`config.mk`:
```
export PLATFORM = sky130hd
export DESIGN_NAME = idct_ctrl
export DESIGN_NICKNAME = d
export VERILOG_FILES = /design/src/source/idct_pkg.sv /design/src/source/idct_ctrl.sv
export SDC_FILE = /design/constraint.sdc
export NUM_CORES = 1
export LEC_CHECK = 0
export ABC_AREA = 0
export ABC_CLOCK_PERIOD_IN_PS = 2400
export BUFFER_PORTS_ARGS = -buffer_cell sky130_fd_sc_hd__buf_2
export CORE_MARGIN = 1
export CORE_UTILIZATION = 36
export CTS_BUF_LIST = sky130_fd_sc_hd__clkbuf_8
export DETAILED_ROUTE_END_ITERATION = 10
export HOLD_SLACK_MARGIN = 0.1
export PLACE_DENSITY = 0.84
export SETUP_SLACK_MARGIN = 0.5
export SLEW_MARGIN = 30
export SYNTH_ARGS = -nofsm -noshare
export SYNTH_HDL_FRONTEND = slang
export SYNTH_SLANG_ARGS = --single-unit
```
`constraint.sdc`:
```
create_clock -name CLOCK_50_I -period 2.4 [get_ports CLOCK_50_I]
set_input_delay 0 -clock CLOCK_50_I [delete_from_list [all_inputs] [get_ports CLOCK_50_I]]
set_output_delay 0 -clock CLOCK_50_I [all_outputs]
set_load 0.05 [all_outputs]
```
`src/source/idct_pkg.sv`:
```
// idct_pkg: widths, image plane constants and bus structs shared by the IDCT block engine
package idct_pkg;

	localparam int BLOCK_DIM = 8;
	localparam int BLOCK_WORDS = BLOCK_DIM * BLOCK_DIM;
	localparam int IMAGE_WIDTH = 320;
	localparam int IMAGE_HEIGHT = 240;
	localparam int BLOCK_COLS = IMAGE_WIDTH / BLOCK_DIM; // 40
	localparam int BLOCK_ROWS = IMAGE_HEIGHT / BLOCK_DIM; // 30
	localparam int S_PRIME_BASE = 76800; // coefficients sit after the Y plane
	localparam int Y_WRITE_BASE = 0;
	localparam int SRAM_READ_LATENCY = 2;
	localparam int PASS1_SHIFT = 8;
	localparam int PASS2_SHIFT = 16;
	localparam int COEF_SCALE = 4096;

	typedef logic [17:0] sram_addr_t;
	typedef logic [15:0] sram_data_t;
	typedef logic [5:0] ram_addr_t;
	typedef logic signed [31:0] coef_t;
	typedef logic [7:0] pixel_t;

	typedef struct packed {
		logic [4:0] row;
		logic [5:0] col;
	} block_pos_t;

	typedef struct packed {
		sram_addr_t address;
		sram_data_t write_data;
		logic we_n;
	} sram_req_t;

	typedef struct packed {
		ram_addr_t addr;
		coef_t data;
		logic wren;
	} ram_wr_t;

	typedef struct packed {
		ram_addr_t addr_a;
		ram_addr_t addr_b;
	} ram_rd_t;

	typedef struct packed {
		coef_t q_a;
		coef_t q_b;
	} ram_q_t;

endpackage

```
`src/source/idct_ctrl.sv`:
```
// idct_ctrl: block sequencer, latches the block position and owns the SRAM port select
`timescale 1ns/1ps

module idct_ctrl (
	input  logic CLOCK_50_I,
	input  logic resetn,
	input  logic start,
	input  idct_pkg::block_pos_t block_pos,
	input  logic fetch_done,
	input  logic compute_done,
	input  logic block_written,
	input  idct_pkg::sram_req_t fetch_req,
	input  idct_pkg::sram_req_t write_req,
	output idct_pkg::block_pos_t pos,
	output logic fetch_go,
	output logic compute_go,
	output idct_pkg::sram_req_t sram_req,
	output logic done
);

	typedef enum logic [1:0] {S_IDLE, S_FETCH, S_COMPUTE, S_DRAIN} state_t;

	state_t state;

	assign sram_req = (state == S_FETCH) ? fetch_req : write_req; // writer owns the port otherwise

	always_ff @(posedge CLOCK_50_I or negedge resetn) begin
		if (!resetn) begin
			state <= S_IDLE;
			pos <= '0;
			fetch_go <= 1'b0;
			compute_go <= 1'b0;
			done <= 1'b0;
		end else begin
			fetch_go <= 1'b0;
			compute_go <= 1'b0;
			done <= 1'b0;
			case (state)
				S_IDLE: begin
					if (start) begin // start is only seen here
						pos <= block_pos;
						fetch_go <= 1'b1;
						state <= S_FETCH;
					end
				end
				S_FETCH: begin
					if (fetch_done) begin
						compute_go <= 1'b1;
						state <= S_COMPUTE;
					end
				end
				S_COMPUTE: begin
					if (compute_done) begin
						state <= S_DRAIN;
					end
				end
				S_DRAIN: begin
					if (block_written) begin // last word is on the bus
						done <= 1'b1;
						state <= S_IDLE;
					end
				end
				default: state <= S_IDLE;
			endcase
		end
	end

endmodule

```
# Word-level counts from Yosys, hierarchy flattened
# Index checks and enable logic that the tools add are counted.
# classes
eq_ne,7
mux,12
n_reduce_logical,3
# op_table
operator,n
35-bit 2-to-1 mux,1
2-bit 2-to-1 mux,4
2-bit != test (second input constant),4
2-bit one-hot mux with 4 select lines,1
1-bit 2-to-1 mux,6
2-bit == test (second input constant),2
4-bit AND reduction,1
2-bit by 1-bit == test with 1-bit output (second input constant),1
2-bit logical NOT,1
2-bit AND reduction,1
# totals
register_bits,16
in_bits,87
out_inout_bits,49
wordCells,28

# Depth between registers and ports, before layout
# Gate-level depths: netlist (run 1).
# depth
word_depth,3
ltp_mapped,6
mapped_depth_nobuf,5

# Worst setup path before layout (run 1)
# OpenSTA, ideal clock, no wires.
# synth_timing
kind,register to register
from,reg state[1]
to,reg state[1]
setup_ps,125
arrival_time_ps,1513
required_time_ps,2275
slack_ps,762
path_stages_with_launch,7
n_path_buf,1
cell_sequence,dfrtp_1 > inv_1 > ha_1 > buf_6 > nor2b_4 > a2111oi_4 > mux2_4
# synth_between
elab_chain_len,3
word_cells_on_any_way,10
classes_between,eq/ne (7); mux (1); reduce/logical (2)
# synth_rtl
item,line_no,rtl
"start, declared",idct_ctrl.sv:23,state_t state;
"start signal, assigned",idct_ctrl.sv:29,state <= S_IDLE;
"start signal, assigned",idct_ctrl.sv:43,state <= S_FETCH;
"start signal, assigned",idct_ctrl.sv:49,state <= S_COMPUTE;
2-bit == test (tied with other cells),idct_ctrl.sv:38,case (state)
2-bit != test (no line),n/a,
4-bit AND reduction (no line),n/a,
# Several ways; a longest one is shown, not always the timed one.
# A chain may end at the register's enable or synchronous reset.

# Worst setup path in the final report (run 1)
# Same ends and word-level chain as after synthesis.

==> reports/metrics.yaml, run 1 <==
detailed_routing:
  drtPass1Iterations: 6
  antenna_left: 0
  vias_per_cell: 4.59
  drt_iter0_drc: 21
  drcViolationCount: 9
  totalWireLength_mm: 3.63
  wl_per_cell_um: 13.5
  dr_total_vias: 1229
die:
  coreArea_um2: 2850
  top_level_ports: 136
  die_y_um: 58.0
  initial_core_util_pct: 39.5
  rows: 19
  die_area_um2: 3360
  fp.dieW_um: 58.0
pwr:
  pwr-share-clk_pct: 8.3
  p_leak_nw: 1.12
  p_comb_share_pct: 75.5
  switching_power_mw: 1.60
  seqPwrFrac_pct: 16.2
  p_per_area_nw_per_um2: 1400
  peakVddDrop_uv: 761
  intPower_mw: 1.25
  sw_frac_of_total_pct: 56.2
  power_mw: 2.85
global_routing:
  use_met3_pct: 4.02
  use_met2_pct: 42.5
  grt_pass1_wl_mm: 5.41
  gr-max-usage-layer: "met2"
  grt_util_met1_pct: 22.6
  grt_max_degree: 27
  grt_usage_pct: 21.1
  grt_overflow: 0
  grt_pass1_vias: 1234
  antenna_found_initial: 0
worst_setup_path:
  cp_max_fo: 11
  max_stage_delay_ns: 0.38
  worst_setup_path_start_kind: "register"
  crit_arrival_ns: 1.93
  critical_path.cell_chain: "inv_1, ha_1, buf_4, nor2b_4, a2111oi_4, mux2_4"
  slowest_stage: "dfrtp_1"
  endpoint_kind: "register"
  cp.required_ns: 2.54
  path_class: "reg -> reg"
timing:
  tns_ns: 0
  setup_viol_count_final: 0
  timing.hold.ws_ns: 0.174
  period_share_pct: 74.6
  fmax_mhz: 558
  slew_headroom_pct: 69.1
  rsz0062_at_grt: "no"
  slew_violations: 0
  clock_skew_ns: 0.00165
  final-hold-violation-count: 0
  worstMarginPinSlew_ns: 0.462
  period_needed_ns: 1.79
logic_synthesis:
  synth_top_area_cell: "mux2_2"
  yosysUniqueCellTypes: 15
  syn_inst: 86
  yosysWarnings: 0
  ys_seq_elements: 16
  synth_area_leaders: "mux2_2 (46%), dfrtp_1 (36%), ha_1 (5.5%)"
  syn_avg_cell_area_um2: 13.1
  synth_area_um2: 1130
  synth_top_area_share_pct: 45.9
  syn_nets: 178
  yosysSeqAreaShare_pct: 35.5
outcome:
  violations: "design-rule violations"
  status: "complete, but fails checks"
place:
  hpwl_mm: 2.95
  finalWeightedCongestion: 0.752
  port_buffers: 135
layout:
  n_antenna_cell: 0
  drive_above_1_share_pct: 80.6
  fillers: 218
  syn2layout_area_growth_pct: 80.2
  register_area_um2: 400
  nNetsFinal: 330
  multi_input_area_um2: 681
min_path:
  holdCritPathClass: "in -> reg"
clock_tree:
  clk_latency_ns: 0.25
  clock_sinks: 16
  clk_path_buf_depth: 2
  tritoncts: "built"
  cts_made_buffers: 3
  clk_pin_slew_ns: 0.06
  cts_htree_levels: 1
  ctsRootBufferMaster: "clkbuf_8"
job:
  max_cap_viol_count: 0
[cell usage after synthesis]
cell type and instances:
a2111oi_4 1, nor2_1 1, mux2_4 1, and2b_1 1
buf_6 1, nor2b_1 1, mux2i_1 1, inv_1 4
mux2_2 46, nor2b_4 1, dfrtp_1 16, ha_1 5
and2_1 2, buf_2 4, nand2_1 1
[layer usage]
| layer | wire length, µm | share of wire [%] | vias to the layer above |
|---|---|---|---|
| li1 | - | - | 605 |
| met1 | 1230 | 34 | 549 |
| met2 | 2100 | 58 | 70 |
| met3 | 282 | 7.8 | 5 |
| met4 | 21 | 0.58 | 0 |
| met5 | 0 | 0 | - |
[cells in the final DEF (no fill, tap or decap)]
master,instances
a2111oi_4,1
and2_1,2
and2b_1,1
buf_2,135
buf_4,2
buf_6,1
clkbuf_8,4
dfrtp_1,16
dlygate4sd3_1,14
ha_1,5
inv_1,4
mux2_2,46
mux2_4,1
mux2i_1,1
nand2_1,1
nor2_1,1
nor2b_1,1
nor2b_4,1
[worst max-delay path: cells and delay by family, from the launching register on]
kind                     cells  cell delay (ns)
flip-flops                   1             0.38
AO/OA/AOI/OAI                1             0.34
multiplexers                 1             0.33
buffers and inverters        2             0.28
adder cells (fa/ha/maj)      1             0.21
AND/OR/NAND/NOR              1             0.14
[metrics by stage]
stage / cells / utilization [%] / area (µm²) / worst slack (ns)
global placement: 249 / 64.0 / 1830 / 0.659
floorplan: 86 / - / 1130 / 0.762
CTS: 267 / 70.8 / 2020 / 0.522
global route: 268 / 71.2 / 2030 / 0.533
detailed placement: 249 / 64.0 / 1830 / 0.590
finish: 268 / 71.2 / 2030 / 0.609
[path summary, 6_finish.rpt]
| kind | start | end | slack [ns] | cells after the start |
|---|---|---|---|---|
| max in group asynchronous | resetn | pos[1] | 1.94 | 2 |
| min in group asynchronous | resetn | pos[10] | 0.20 | 2 |
| worst min-delay path | compute_done | state[0] | 0.17 | 4 |
| worst max-delay path | state[1] | state[1] | 0.61 | 6 |
| worst min register to register | pos[8] | pos[8] | 0.50 | 1 |
| worst max register to register | state[1] | state[1] | 0.61 | 6 |
[state kept, by name (all words and copies together), names as in the netlist]
register    count
fetch_go        1
state           2
pos            11
compute_go      1
done            1
[cell families (layout without fill, tap and decap cells)]
group                      after synthesis  in the layout  synth area share, %
muxes                                   48             48                 48.2
DFF                                     16             16                 35.5
buffers and inverters                    9            160                 4.11
and+or+nand+nor                          7              7                 4.22
adders and majority gates                5              5                 5.55
AOI/OAI and AO/OA                        1              1                 2.44
[area by class of cell]
class,instances,share of cell area [%]
Timing Repair Buffer,152,41.4
Clock buffer,4,2.71
Inverter,4,0.739
Tap cell,31,1.91
Multi-Input combinational cell,61,33.5
Sequential cell,16,19.7
[power groups by stage]
stage	Clock [mW]	Combinational, mW	Sequential, mW
detailed placement	0	2.11	0.469
floorplan	0	1.32	0.847
CTS	0.242	2.14	0.465
global placement	0	2.09	0.456
finish	0.237	2.15	0.461
global route	0.258	2.26	0.476
[what timing repair did]
item	in CTS	in global routing
hold buffers	14	0
endpoints found under the hold margin	29	0
setup buffers	0	1
resized for setup	0	1
setup endpoints to repair	0	27
Power figures use the tool's default switching activity.
==> inputs of run 2 (changes only) <==
- ABC_AREA: 0 -> 1
- ABC_CLOCK_PERIOD_IN_PS: 2400 -> 1600
- CORE_UTILIZATION: 36 -> 32
- PLACE_DENSITY: 0.84 -> 0.75
- clock period: 2.4 -> 1.6 ns (I/O delays scaled with it)
==> reports/metrics.yaml, run 2 <==
logic_synthesis:
  ys_async_sr_fraction_pct: 100  # unchanged
  ys_seq_elements: 16  # unchanged
  synth_top_area_share_pct: 34.2  # was 45.9%
  syn_nets: 213  # was 178
  synth_area_leaders: "mux2_4 (34%), dfrtp_1 (31%), nand2_1 (14%)"  # was mux2_2 (46%), dfrtp_1 (36%), ha_1 (5.5%)
  yosysWarnings: 0  # unchanged
  yosysSeqAreaShare_pct: 31.4  # was 35.5%
  yosysMostFrequentCell: "nand2_1"  # was mux2_2
  syn_avg_cell_area_um2: 10.5  # was 13.1 µm²
  syn_inst: 121  # was 86
  synth_common_cells: "nand2_1 (46), mux2_4 (29), dfrtp_1 (16)"  # was mux2_2 (46), dfrtp_1 (16), ha_1 (5)
  ys.flop_type: "dfrtp_1"  # unchanged
  synth_top_area_cell: "mux2_4"  # was mux2_2
  yosysUniqueCellTypes: 12  # was 15
  synth_edf_count: 0  # unchanged
  synth_area_um2: 1270  # was 1130 µm²
worst_setup_path:
  crit_arrival_ns: 1.62  # was 1.93 ns
  reg2reg_from: "state[0]"  # was state[1]
  worst_setup_path_start_kind: "register"  # unchanged
  path_class: "reg -> out"  # was reg -> reg
  cp_max_fo: 5  # was 11
  endpoint_kind: "output pin"  # was register
  startpoint: "state[1]"  # unchanged
  cp.required_ns: 1.60  # was 2.54 ns
die:
  coreArea_um2: 3740  # was 2850 µm²
  die_area_um2: 4240  # was 3360 µm²
  die_y_um: 65.1  # was 58.0 µm
  initial_core_util_pct: 34.0  # was 39.5%
  rows: 22  # was 19
  top_level_ports: 136  # unchanged
  fp.dieW_um: 65.1  # was 58.0 µm
detailed_routing:
  antenna_left: 0  # unchanged
  drcViolationCount: 0  # was 9
  totalWireLength_mm: 5.14  # was 3.63 mm
  wl_per_cell_um: 15.5  # was 13.5 µm
  dr_total_vias: 1532  # was 1229
  drtPass1Iterations: 4  # was 6
  drt_iter0_drc: 29  # was 21
  vias_per_cell: 4.61  # was 4.59
global_routing:
  grt_usage_pct: 23.4  # was 21.1%
  antenna_found_initial: 1  # was 0
  grt_max_degree: 17  # was 27
  gr-max-usage-layer: "met2"  # unchanged
  grt_pass1_wl_mm: 7.38  # was 5.41 mm
  use_met3_pct: 3.99  # was 4.02%
  grt_pass1_vias: 1547  # was 1234
  grt_overflow: 0  # unchanged
  grt_util_met1_pct: 24.3  # was 22.6%
  use_met2_pct: 45.3  # was 42.5%
timing:
  setup_viol_count_final: 16  # was 0
  fmax_mhz: 617
  slew_headroom_pct: 76.6  # was 69.1%
  period_needed_ns: 1.62
  period_share_pct: 101
  worstMarginPinSlew_ns: 0.351  # was 0.462 ns
  slew_violations: 0  # unchanged
  clock_skew_ns: 0.00355  # was 0.00165 ns
  final-hold-violation-count: 0  # unchanged
  setup_ws_ns: -0.0216  # was 0.609 ns
  rsz0062_at_grt: "yes"  # was no
  timing.hold.ws_ns: 0.220  # was 0.174 ns
outcome:
  status: "complete, but fails checks"  # unchanged
  violations: "negative setup slack"  # was design-rule violations
place:
  hpwl_mm: 3.24  # was 2.95 mm
  port_buffers: 135  # unchanged
  finalWeightedCongestion: 0.734  # was 0.752
  place_area_um2: 1990  # was 1830 µm²
clock_tree:
  tritoncts: "built"  # unchanged
  clock_sinks: 16  # unchanged
  cts_htree_levels: 1  # unchanged
  clk_path_buf_depth: 2  # unchanged
  clk_pin_slew_ns: 0.06  # about the same
  cts_made_buffers: 3  # unchanged
  ctsRootBufferMaster: "clkbuf_8"  # unchanged
  clk_latency_ns: 0.25  # about the same
layout:
  layout_commonest_cell: "buf_2"  # unchanged
  syn2layout_area_growth_pct: 114  # was 80.2%
  fin_area_um2: 2730  # was 2030 µm²
  drive_above_1_share_pct: 71.4  # was 80.6%
  reg_top3: "pos (11), state (2)"  # unchanged
  nNetsFinal: 377  # was 330
  layout_common_cells: "buf_2 (100), nand2_1 (42), mux2_4 (35)"  # was buf_2 (135), mux2_2 (46), dfrtp_1 (16)
  top_register: "pos"  # unchanged
  fillers: 261  # was 218
  largest_reg_flops: 11  # unchanged
pwr:
  peakVddDrop_uv: 924  # was 761 µV
  power_mw: 5.70  # was 2.85 mW
  p_leak_nw: 1.54  # was 1.12 nW
  p_per_area_nw_per_um2: 2090  # was 1400 nW/µm²
min_path:
  holdCritPathClass: "in -> async"  # was in -> reg
job:
  max_cap_viol_count: 0  # unchanged
[run 2: layer usage]
metal	vias up	wire length (µm)
met3	11	293
met2	82	2870
met1	723	1840
met5	-	0
met4	0	147
li1	716	-
[run 2: layout make-up]
cell class	count	area [µm²]	share of cell area, %
timing repair buffer	165	1340	49.0
tap	48	60.1	2.20
clock buffer	3	41.3	1.51
multi-input combinational	90	846	31.0
antenna	1	2.50	0.0916
sequential	16	402	14.7
inverter	9	41.3	1.51
[run 2: worst paths after layout]
check / end / slack [ns] / depth (start not counted)
setup / recovery: sram_req[11] / -0.02 / 6
hold / removal: fetch_go / 0.22 / 2
setup reg to reg: state[0] / 0.04 / 9
hold reg to reg: pos[8] / 0.48 / 2
max in group asynchronous: state[0] / 1.10 / 2
min in group CLOCK_50_I: state[0] / 0.29 / 6
[run 2: per-stage QoR]
stage	utilization, %	setup slack, ns	instances	setup TNS (ns)
detailed placement	53.1	0.174	301	0
finish	73.0	-0.0216	332	-0.169
global route	73.0	-0.0772	332	-1.29
CTS	70.8	-0.0324	328	-0.458
floorplan	-	0.338	121	0
global placement	53.1	0.210	301	0
[run 2: where the power goes]
part,leakage (nW),total [mW],internal (mW),switching (mW)
Sequential,0.201,0.682,0.587,0.0954
Clock,0.0216,0.291,0.167,0.124
Combinational,1.32,4.73,2.07,2.66
Total,1.54,5.70,2.83,2.88
[run 2: timing repair]
item / CTS / global route
gates cloned: 3 / 1
gates resized for setup: 113 / 10
hold buffers: 15 / 0
hold endpoints to repair: 30 / 0
setup buffers: 6 / 2
setup endpoints to repair: 49 / 49
pin swaps: 4 / 4
[run 2: cells by family after synthesis]
logic type	Yosys count	synth area share, %
multiplexers	35	39.5
buffers and inverters	15	9.04
adder cells (fa/ha/maj)	5	4.91
flip-flops	16	31.4
AO/OA/AOI/OAI	2	0.786
AND/OR/NAND/NOR	48	14.3
[run 2: critical path: stages, from the launching register on]
cell	delay (ns)
dfrtp_1	0.39
inv_2	0.08
ha_4	0.19
buf_12	0.12
clkbuf_16	0.14
mux2_4	0.30
buf_6	0.15
==> inputs of run 3 (changes only) <==
- BUFFER_PORTS_ARGS: -buffer_cell sky130_fd_sc_hd__buf_2 -> unset
- CORE_AREA: unset -> 2 2 52 54
- CORE_MARGIN: 1 -> unset
- CORE_UTILIZATION: 32 -> unset
- DIE_AREA: unset -> 0 0 54 56
- DONT_BUFFER_PORTS: unset -> 1
- PLACE_DENSITY: 0.75 -> 0.67
==> reports/metrics.yaml, run 3 (synthesis results as in run 2) <==
outcome:
  status: "completed"  # was complete, but fails checks
detailed_routing:
  dr_total_vias: 1036  # was 1532
  drt_iter0_drc: 24  # was 29
  antenna_left: 0  # unchanged
  drcViolationCount: 0  # unchanged
  totalWireLength_mm: 4.17  # was 5.14 mm
  vias_per_cell: 5.66  # was 4.61
  drtPass1Iterations: 4  # unchanged
  wl_per_cell_um: 22.8  # was 15.5 µm
global_routing:
  grt_pass1_wl_mm: 5.51  # was 7.38 mm
  grt_overflow: 0  # unchanged
  grt_usage_pct: 25.5  # was 23.4%
  grt_pass1_vias: 1055  # was 1547
  grt_max_degree: 17  # unchanged
  antenna_found_initial: 0  # was 1
timing:
  slew_violations: 0  # unchanged
  fmax_mhz: 652  # was 617 MHz
  tns_ns: 0  # was -0.169 ns
  timing.hold.ws_ns: 0.118  # was 0.220 ns
  final-hold-violation-count: 0  # unchanged
  period_share_pct: 95.9  # was 101%
  worstMarginPinSlew_ns: 0.692  # was 0.351 ns
  setup_ws_ns: 0.0663  # was -0.0216 ns
  clock_skew_ns: 0.00349  # was 0.00355 ns
  period_needed_ns: 1.53  # was 1.62 ns
  rsz0062_at_grt: "yes"  # unchanged
  setup_viol_count_final: 0  # was 16
  slew_headroom_pct: 53.7  # was 76.6%
layout:
  largest_reg_flops: 11  # unchanged
  layout_common_cells: "mux2_4 (35), nand2_1 (29), dfrtp_1 (15), dlygate4sd3_1 (15), nand2_2 (13)"  # was buf_2 (100), nand2_1 (42), mux2_4 (35)
  syn2layout_area_growth_pct: 43.1  # was 114%
  top_register: "pos"  # unchanged
  final_util_pct: 74.9  # was 73.0%
  stdcell_count: 183  # was 332
  layout_commonest_cell: "mux2_4"  # was buf_2
  n_antenna_cell: 0  # was 1
  fin_area_um2: 1820  # was 2730 µm²
  nNetsFinal: 246  # was 377
  drive_above_1_share_pct: 56.2  # was 71.4%
  reg_top3: "pos (11), state (2)"  # unchanged
  fillers: 161  # was 261
worst_setup_path:
  endpoint_kind: "output pin"  # unchanged
  r2r_slack_ns: 0.15  # was 0.04 ns
  slowest_stage: "dfrtp_2"  # was dfrtp_1
  timing.rr.end: "pos[8]"  # was state[0]
  path_class: "reg -> out"  # unchanged
  crit_buf_inv: 2  # was 4
  crit_family: "flip-flops"  # was buffers and inverters
  reg2reg_from: "state[1]"  # was state[0]
  cp.required_ns: 1.60  # about the same
  critical_path.cell_chain: "ha_4, buf_4, buf_16, mux2_4"  # was inv_2, ha_4, buf_12, clkbuf_16, mux2_4, buf_6
  worst_setup_path_start_kind: "register"  # unchanged
  max_stage_delay_ns: 0.43  # was 0.39 ns
  ff2ff_path_depth: 9  # unchanged
  cp_max_fo: 7  # was 5
  crit_arrival_ns: 1.53  # was 1.62 ns
clock_tree:
  clock_sinks: 16  # unchanged
  clk_pin_slew_ns: 0.07  # was 0.06 ns
  ctsRootBufferMaster: "clkbuf_8"  # unchanged
  clk_path_buf_depth: 2  # unchanged
  cts_made_buffers: 3  # unchanged
  clk_latency_ns: 0.24  # was 0.25 ns
  cts_htree_levels: 1  # unchanged
  tritoncts: "built"  # unchanged
die:
  coreArea_um2: 2430  # was 3740 µm²
  die_y_um: 56  # was 65.1 µm
  rows: 18  # was 22
  top_level_ports: 136  # unchanged
  fp.dieW_um: 54  # was 65.1 µm
  die_area_um2: 3020  # was 4240 µm²
  initial_core_util_pct: 52.4  # was 34.0%
place:
  place_area_um2: 1270  # was 1990 µm²
  hpwl_mm: 2.54  # was 3.24 mm
  preCtsSetupSlack_ns: 0.204  # was 0.174 ns
  dp.cells: 147  # was 301
  port_buffers: 0  # was 135
  finalWeightedCongestion: 0.806  # was 0.734
job:
  max_cap_viol_count: 0  # unchanged
pwr:
  p_leak_nw: 0.926  # was 1.54 nW
  power_mw: 4.94  # was 5.70 mW
  peakVddDrop_uv: 1700  # was 924 µV
  p_per_area_nw_per_um2: 2710  # was 2090 nW/µm²
min_path:
  min_from: "block_written"
  whs_endpoint: "state[1]"
  holdCritPathClass: "in -> reg"  # was in -> async
  whs_path_depth: 5
==> run 3: routing by layer <==
metal  track usage, %  wire length [µm]
met5                0                 0
met4             8.93                87
met3             2.69               258
met2             49.8              2540
met1             26.3              1290
==> run 3: worst max path at each step <==
stage / to / from / depth (start not counted) / slack (ns)
6_report: sram_req[15] / state[0] / 4 / 0.07
5_1_grt: sram_req[5] / state[1] / 5 / 0.03
4_1_cts: sram_req[15] / state[0] / 4 / 0.07
3_5_place_dp: sram_req[5] / state[1] / 4 / 0.20
3_3_place_gp: sram_req[29] / state[1] / 4 / 0.25
2_1_floorplan: sram_req[10] / state[1] / 5 / 0.34
==> run 3: layout make-up <==
class | count | area (µm²) | area share (%)
Multi-Input combinational cell | 90 | 897 | 49.2
Tap cell | 30 | 37.5 | 2.06
Clock buffer | 4 | 55.1 | 3.02
Timing Repair Buffer | 33 | 384 | 21.1
Sequential cell | 16 | 402 | 22.0
Timing Repair inverter | 1 | 8.76 | 0.480
Inverter | 9 | 38.8 | 2.13
==> run 3: repair_timing <==
action	in CTS	in global routing
endpoints found under the hold margin	32	0
pin swaps	16	3
resized for setup	39	17
setup buffers	10	2
hold buffers	15	0
endpoints found under the setup margin	49	49
gates cloned	5	0
==> run 3: power breakdown <==
part	leakage, nW	switching, mW	internal (mW)
sequential	0.201	0.697	0.575
clock	0.0288	0.137	0.218
combinational	0.697	1.92	1.39
total	0.926	2.76	2.18
==> run 3: tightest hold or removal path: cells and delay by family <==
family / cells / cell delay (ns)
and+or+nand+nor: 3 / 0.22
AOI/OAI and AO/OA: 1 / 0.08
buffers and inverters: 1 / 0.03
